$ cat config.mk
export PLATFORM = sky130hd
export DESIGN_NAME = triangleSynth
export DESIGN_NICKNAME = d
export VERILOG_FILES = /design/src/synthPkg.sv /design/src/midiDecoder.sv /design/src/triangleOsc.sv /design/src/sampleGain.sv /design/src/triangleSynth.sv
export SDC_FILE = /design/constraint.sdc
export NUM_CORES = 1
export LEC_CHECK = 0
export CAP_MARGIN = 20
export CORE_ASPECT_RATIO = 0.75
export CORE_UTILIZATION = 25
export CTS_BUF_LIST = sky130_fd_sc_hd__clkbuf_8
export CTS_CLUSTER_SIZE = 28
export DETAILED_ROUTE_END_ITERATION = 16
export DONT_BUFFER_PORTS = 1
export SETUP_SLACK_MARGIN = 0.2
export SYNTH_ARGS = -nofsm -noshare
export SYNTH_HDL_FRONTEND = slang
export SYNTH_SLANG_ARGS = --single-unit
$ cat constraint.sdc
create_clock -name clk -period 17.8 [get_ports clk]
set_clock_uncertainty 0.1 [all_clocks]
set_input_delay 1.78 -clock clk [delete_from_list [all_inputs] [get_ports clk]]
set_output_delay 1.78 -clock clk [all_outputs]
set_load 0.02 [all_outputs]
$ cat src/synthPkg.sv
// Shared MIDI event types, oscillator direction and triangle voice constants
package synthPkg;

    // --------------------
    // MIDI

    // Status byte upper nibble, only the note commands are acted on
    typedef enum logic [3:0] {
        cmdNoteOff = 4'h8,
        cmdNoteOn  = 4'h9
    } midiCmd;

    typedef struct packed {
        midiCmd     cmd;
        logic [3:0] channel;
        logic [6:0] data0;
        logic [6:0] data1;
    } midiEvent;

    // --------------------
    // Oscillator

    typedef enum logic {
        dirUp   = 1'b0,
        dirDown = 1'b1
    } oscDir;

    localparam int sampleWidth = 18;

    // Turnaround magnitude of the triangle
    localparam int peakLevel = 65536;

    localparam int maxOctave = 10;

    // Steps for C..B of octave 10, lower octaves shift these right
    localparam logic [sampleWidth-1:0] semitoneStep [0:11] = '{
        18'd16384,
        18'd17358,
        18'd18390,
        18'd19484,
        18'd20643,
        18'd21870,
        18'd23170,
        18'd24548,
        18'd26008,
        18'd27554,
        18'd29193,
        18'd30929
    };

endpackage

$ cat src/midiDecoder.sv
// MIDI byte parser with running status, emits note events for one channel
`timescale 1ns/1ns

module midiDecoder (
    input  logic               clk,
    input  logic               reset,
    input  logic [7:0]         midiByte,
    input  logic               midiByteValid,
    input  logic [3:0]         midiChannel,
    output synthPkg::midiEvent noteEvent,
    output logic               eventValid
);
    import synthPkg::*;

    // Last status byte, kept for running status
    logic [7:0] statusByte;

    // Set once the first data byte of a message is held
    logic       haveData0;
    logic [6:0] data0Reg;

    logic       isStatus;
    logic       msgDone;
    logic       cmdMatch;
    logic       chanMatch;
    logic       zeroVelOn;

    assign isStatus  = midiByte[7];
    assign msgDone   = midiByteValid && !isStatus && haveData0;
    assign cmdMatch  = (statusByte[7:4] == cmdNoteOn) || (statusByte[7:4] == cmdNoteOff);
    assign chanMatch = (statusByte[3:0] == midiChannel);

    // Note on with zero velocity means note off
    assign zeroVelOn = (statusByte[7:4] == cmdNoteOn) && (midiByte[6:0] == 7'd0);

    // --------------------
    // Byte count FSM

    always_ff @(posedge clk or posedge reset) begin
        if (reset) begin
            statusByte <= 8'h00;
            haveData0  <= 1'b0;
        end else if (midiByteValid) begin
            if (isStatus) begin
                statusByte <= midiByte;
                haveData0  <= 1'b0;
            end else begin
                haveData0 <= !haveData0;
            end
        end
    end

    // First data byte, note number for note messages
    always_ff @(posedge clk) begin
        if (midiByteValid && !isStatus && !haveData0) begin
            data0Reg <= midiByte[6:0];
        end
    end

    // --------------------
    // Event output

    always_ff @(posedge clk or posedge reset) begin
        if (reset) begin
            eventValid <= 1'b0;
        end else begin
            eventValid <= msgDone && cmdMatch && chanMatch;
        end
    end

    always_ff @(posedge clk) begin
        if (msgDone) begin
            noteEvent.cmd     <= zeroVelOn ? cmdNoteOff : midiCmd'(statusByte[7:4]);
            noteEvent.channel <= statusByte[3:0];
            noteEvent.data0   <= data0Reg;
            noteEvent.data1   <= midiByte[6:0];
        end
    end

endmodule

$ cat src/triangleOsc.sv
// Triangle oscillator, pitch step from note and one step per sample tick
`timescale 1ns/1ns

module triangleOsc (
    input  logic                                  clk,
    input  logic                                  reset,
    input  synthPkg::midiEvent                    noteEvent,
    input  logic                                  eventValid,
    input  logic                                  sampleRateTrig,
    output logic signed [synthPkg::sampleWidth-1:0] oscVal,
    output logic                                  oscValid
);
    import synthPkg::*;

    logic [6:0] note;
    logic       noteOn;

    assign noteOn = eventValid && (noteEvent.cmd == cmdNoteOn);

    always_ff @(posedge clk or posedge reset) begin
        if (reset) begin
            note <= 7'd0;
        end else if (noteOn) begin
            note <= noteEvent.data0;
        end
    end

    // --------------------
    // Pitch step

    logic [3:0]                     noteSemi;
    logic [3:0]                     noteOctave;
    logic [3:0]                     shiftAmt;
    logic signed [sampleWidth-1:0]  step;

    assign noteSemi   = 4'(note % 7'd12);
    assign noteOctave = 4'(note / 7'd12);
    assign shiftAmt   = 4'(maxOctave) - noteOctave;

    // Table entries are below half range, so the step stays positive
    assign step = $signed(semitoneStep[noteSemi] >> shiftAmt);

    // --------------------
    // Triangle

    logic signed [sampleWidth-1:0] value;
    logic signed [sampleWidth-1:0] valueNext;
    oscDir                         dir;

    assign valueNext = (dir == dirUp) ? value + step : value - step;

    always_ff @(posedge clk or posedge reset) begin
        if (reset) begin
            value <= '0;
            dir   <= dirUp;
        end else if (noteOn) begin
            // Restart from zero going up
            value <= '0;
            dir   <= dirUp;
        end else if (sampleRateTrig) begin
            value <= valueNext;
            if (valueNext > peakLevel) begin
                dir <= dirDown;
            end else if (valueNext < -peakLevel) begin
                dir <= dirUp;
            end
        end
    end

    always_ff @(posedge clk or posedge reset) begin
        if (reset) begin
            oscValid <= 1'b0;
        end else begin
            oscValid <= sampleRateTrig;
        end
    end

    assign oscVal = value;

endmodule

$ cat src/sampleGain.sv
// Velocity scaling and note gate, registered stereo output with ready strobe
`timescale 1ns/1ns

module sampleGain (
    input  logic                                    clk,
    input  logic                                    reset,
    input  synthPkg::midiEvent                      noteEvent,
    input  logic                                    eventValid,
    input  logic signed [synthPkg::sampleWidth-1:0] oscVal,
    input  logic                                    oscValid,
    output logic                                    sampleOutRdy,
    output logic signed [synthPkg::sampleWidth-1:0] sampleOutL,
    output logic signed [synthPkg::sampleWidth-1:0] sampleOutR
);
    import synthPkg::*;

    logic       gate;
    logic [6:0] heldNote;
    logic [6:0] velocity;
    logic       noteOn;
    logic       noteOff;

    assign noteOn  = eventValid && (noteEvent.cmd == cmdNoteOn);
    assign noteOff = eventValid && (noteEvent.cmd == cmdNoteOff) && (noteEvent.data0 == heldNote);

    always_ff @(posedge clk or posedge reset) begin
        if (reset) begin
            gate <= 1'b0;
        end else if (noteOn) begin
            gate <= 1'b1;
        end else if (noteOff) begin
            gate <= 1'b0;
        end
    end

    always_ff @(posedge clk) begin
        if (noteOn) begin
            heldNote <= noteEvent.data0;
            velocity <= noteEvent.data1;
        end
    end

    // --------------------
    // Scaling

    logic signed [sampleWidth+7:0] product;
    logic signed [sampleWidth+7:0] scaled;
    logic signed [sampleWidth-1:0] sampleReg;

    assign product = oscVal * $signed({1'b0, velocity});
    assign scaled  = product >>> 7;

    always_ff @(posedge clk or posedge reset) begin
        if (reset) begin
            sampleOutRdy <= 1'b0;
            sampleReg    <= '0;
        end else begin
            sampleOutRdy <= oscValid;
            if (oscValid) begin
                sampleReg <= gate ? scaled[sampleWidth-1:0] : '0;
            end
        end
    end

    // Mono voice, both channels the same
    assign sampleOutL = sampleReg;
    assign sampleOutR = sampleReg;

endmodule

$ cat src/triangleSynth.sv
// Monophonic MIDI triangle voice, decoder to oscillator to output stage
`timescale 1ns/1ns

module triangleSynth (
    input  logic                                    clk,
    input  logic                                    reset,
    input  logic [7:0]                              midiByte,
    input  logic                                    midiByteValid,
    input  logic [3:0]                              midiChannel,
    input  logic                                    sampleRateTrig,
    output logic                                    sampleOutRdy,
    output logic signed [synthPkg::sampleWidth-1:0] sampleOutL,
    output logic signed [synthPkg::sampleWidth-1:0] sampleOutR
);
    import synthPkg::*;

    midiEvent                      noteEvent;
    logic                          eventValid;
    logic signed [sampleWidth-1:0] oscVal;
    logic                          oscValid;

    midiDecoder u_midiDecoder (
        .clk           (clk),
        .reset         (reset),
        .midiByte      (midiByte),
        .midiByteValid (midiByteValid),
        .midiChannel   (midiChannel),
        .noteEvent     (noteEvent),
        .eventValid    (eventValid)
    );

    triangleOsc u_triangleOsc (
        .clk            (clk),
        .reset          (reset),
        .noteEvent      (noteEvent),
        .eventValid     (eventValid),
        .sampleRateTrig (sampleRateTrig),
        .oscVal         (oscVal),
        .oscValid       (oscValid)
    );

    sampleGain u_sampleGain (
        .clk          (clk),
        .reset        (reset),
        .noteEvent    (noteEvent),
        .eventValid   (eventValid),
        .oscVal       (oscVal),
        .oscValid     (oscValid),
        .sampleOutRdy (sampleOutRdy),
        .sampleOutL   (sampleOutL),
        .sampleOutR   (sampleOutR)
    );

endmodule

==> out/qor.csv <==
stage,metric,value,unit
critical_path,worst reg2reg path depth,28,
clock_network,root buf cell,clkbuf_8,
die,Starting Density,25.38,%
final_layout,n_diodes,0,
critical_path,slowest CP cell,dfrtp_1,
clock_network,CTS Buf Count,9,
die,Die Ht,183.9,um
clock_network,post-CTS setup buffers,0,
synth,sequential-to-total area share from yosys stat,23.56,%
global_routing,antenna violations before repair,0,
clock_network,"Clk Latency, worst-skew pair",390,ps
placement,hpwl dp,19670,um
critical_path,"Arr. time, crit path",8710,ps
final_layout,P&R area growth vs syn,5.572,%
critical_path,"Largest stage delay, worst path",1020,ps
clock_network,CTS resizes,0,
critical_path,kind of critical path,flip-flop to flip-flop,
run_status,status,completed,
die,die area,0.04496,mm^2
clock_network,Clock Sinks,96,
detailed_routing,Residual DRC,0,
critical_path,Setup crit start kind,flip-flop,
clock_network,Clock Tree Buf Depth,2,
critical_path,worst-path fanout max,30,
timing,RSZ-0062 raised after global routing,no,
synth,"Primary FF master, synth",dfrtp_1,
synth,Post-synth EDFFs,39,
timing,Slew Limit Fails,0,
detailed_routing,Post-Route WL,25120,um
synth,unique cell type count in the Yosys netlist,101,
clock_network,hold buffers post-CTS,0,
placement,Final GP Congestion,0.9107,
global_routing,largest net degree at the start of global routing,58,
detailed_routing,Vias,8242,
synth,Async SR Flop Fraction,59.38,%
die,Cell Rows,66,
final_layout,most frequent cells in the layout,"144 x inv_1, 94 x fa_1, 92 x and2_1, 85 x nand2_1, 71 x ha_1",
critical_path,"Data required, critical path",18000,ps
detailed_routing,Final ANT Viol Nets,0,
detailed_routing,number of DRC markers in iteration 0,489,
global_routing,Overall Global Routing Usage,11.50,%
critical_path,endpoint class of the critical path,flip-flop,
synth,Synth area leaders,"fa_1 17%, dfrtp_1 13%, edfxtp_1 11%",
synth,dominant cell type by area after synthesis,fa_1,
global_routing,GRT overflow,0,
synth,Synth Area per Inst,9.320,um^2
synth,Post-Syn Nets,1364,
timing,post-route minimum period,8514,ps
timing,post-route setup TNS,0,ps
synth,Post-Syn Area,0.01103,mm^2
placement,number of port buffers,0,
final_layout,layout cells sized above 1,5.707,%
die,# IOs,53,
flow_run,Max-Cap Viols,0,
final_layout,Final nets,1315,
timing,fmax,117.5,MHz
min_path,Min-Delay Path Depth,0,
synth,Syn Inst Count,1183,
timing,crit share post-route,47.83,%
min_path,Tightest Hold Check Type,flip-flop to flip-flop,
die,Core Region,0.04344,mm^2
timing,Relative slew margins,32.28,%
synth,Yosys warnings,0,
detailed_routing,DR pass1 iterations,5,
final_layout,"most common cell after layout, fill and taps aside",inv_1,
die,Die Wd,244.5,um
synth,"FF+latch count, synth",96,
clock_network,clock transition at the registers of the reported paths,120,ps
synth,Synth top area share,17.07,%
clock_network,TritonCTS clock tree,done,
timing,Worst-Margin Slew,1016,ps
timing,Final Hold Viols,0,
detailed_routing,vias per cell,4.800,
global_routing,number of global-route vias before repair,7934,
timing,Setup Viol. Count Final,0,
clock_network,H-tree Lvls,3,
global_routing,global-route wire length before repair,42350,um
detailed_routing,drt wl/cell,14.63,um
flip-flops by register name (all words and copies together), names as in the netlist, 7 cells and up:
name and cells:
u_midiDecoder.statusByte 8, u_triangleOsc.note 7, u_triangleOsc.oscVal 18, u_sampleGain.sampleOutL 18
u_sampleGain.heldNote 7, u_midiDecoder.noteEvent 18, u_sampleGain.velocity 7, u_midiDecoder.data0Reg 7
area by class of cell:
class / count / area (um^2)
clock buffers: 9 / 123.9
clock inverters: 7 / 78.83
fillers: 4669 / 31800
inverters: 149 / 561.8
multi-input cells: 870 / 7497
flip-flops and latches: 96 / 2597
well taps: 578 / 723.2
repair buffers: 8 / 57.56
Yosys cell counts, types with 12 or more instances:
library cell	instances
a211oi_1	12
a21oi_1	39
and2_1	92
buf_4	21
clkbuf_1	32
dfrtp_1	57
edfxtp_1	39
fa_1	94
ha_1	71
inv_1	145
mux2i_1	15
nand2_1	85
nand2b_1	16
nand3_1	17
nor2_1	65
nor2b_1	15
nor3_1	24
o21ai_0	27
o2bb2ai_1	17
xnor2_1	41
xor2_1	26
critical path, delay by kind of cell (launching register included):
kind | cells | cell delay (ps)
adder cells (fa/ha/maj) | 3 | 1360
AO/OA/AOI/OAI | 10 | 1920
buffers and inverters | 5 | 880
AND/OR/NAND/NOR | 9 | 3000
flip-flops | 1 | 1020
XOR/XNOR | 1 | 100
routing by layer:
metal  wire length, um  global-route usage [%]
met5                 0                       0
met2             10660                   16.74
met1             13080                   17.61
met4               178                   1.925
met3              1209                   2.102
through the flow:
stage | setup WS, ps | cells | utilization, % | instance area, um^2 | hold WS, ps
4_1_cts | 9370 | 1716 | 26.79 | 11630 | 328.1
6_report | 9286 | 1717 | 26.80 | 11640 | 327.7
3_3_place_gp | 9550 | 1700 | 26.32 | 11430 | 297.3
5_1_grt | 8637 | 1717 | 26.80 | 11640 | 338.1
2_1_floorplan | 11140 | 1183 | - | 11030 | 280.9
3_5_place_dp | 9365 | 1700 | 26.32 | 11430 | 304.5
logic make-up (layout without fill, tap and decap cells):
group / Yosys count / in the layout / synth area share (%)
adder cells (fa/ha/maj): 165 / 165 / 25.12
XOR/XNOR: 70 / 70 / 5.867
buffers and inverters: 217 / 173 / 8.488
flip-flops: 96 / 96 / 23.56
AND/OR/NAND/NOR: 378 / 378 / 19.00
multiplexers: 23 / 23 / 2.179
AO/OA/AOI/OAI: 234 / 234 / 15.79
worst paths after layout:
check / startpoint / to / slack, ps
worst min register to register: u_triangleOsc.oscValid / u_sampleGain.sampleOutRdy / 330
worst max-delay path: u_triangleOsc.note[4] / u_triangleOsc.dir / 9290
min in group asynchronous: reset / u_midiDecoder.eventValid / 1380
worst max register to register: u_triangleOsc.note[4] / u_triangleOsc.dir / 9290
worst min-delay path: u_triangleOsc.oscValid / u_sampleGain.sampleOutRdy / 330
max in group asynchronous: reset / u_sampleGain.sampleOutL[1] / 15670
Power is not shown: default switching activity piles up to over one toggle a cycle in this logic, so the estimate is an artifact.
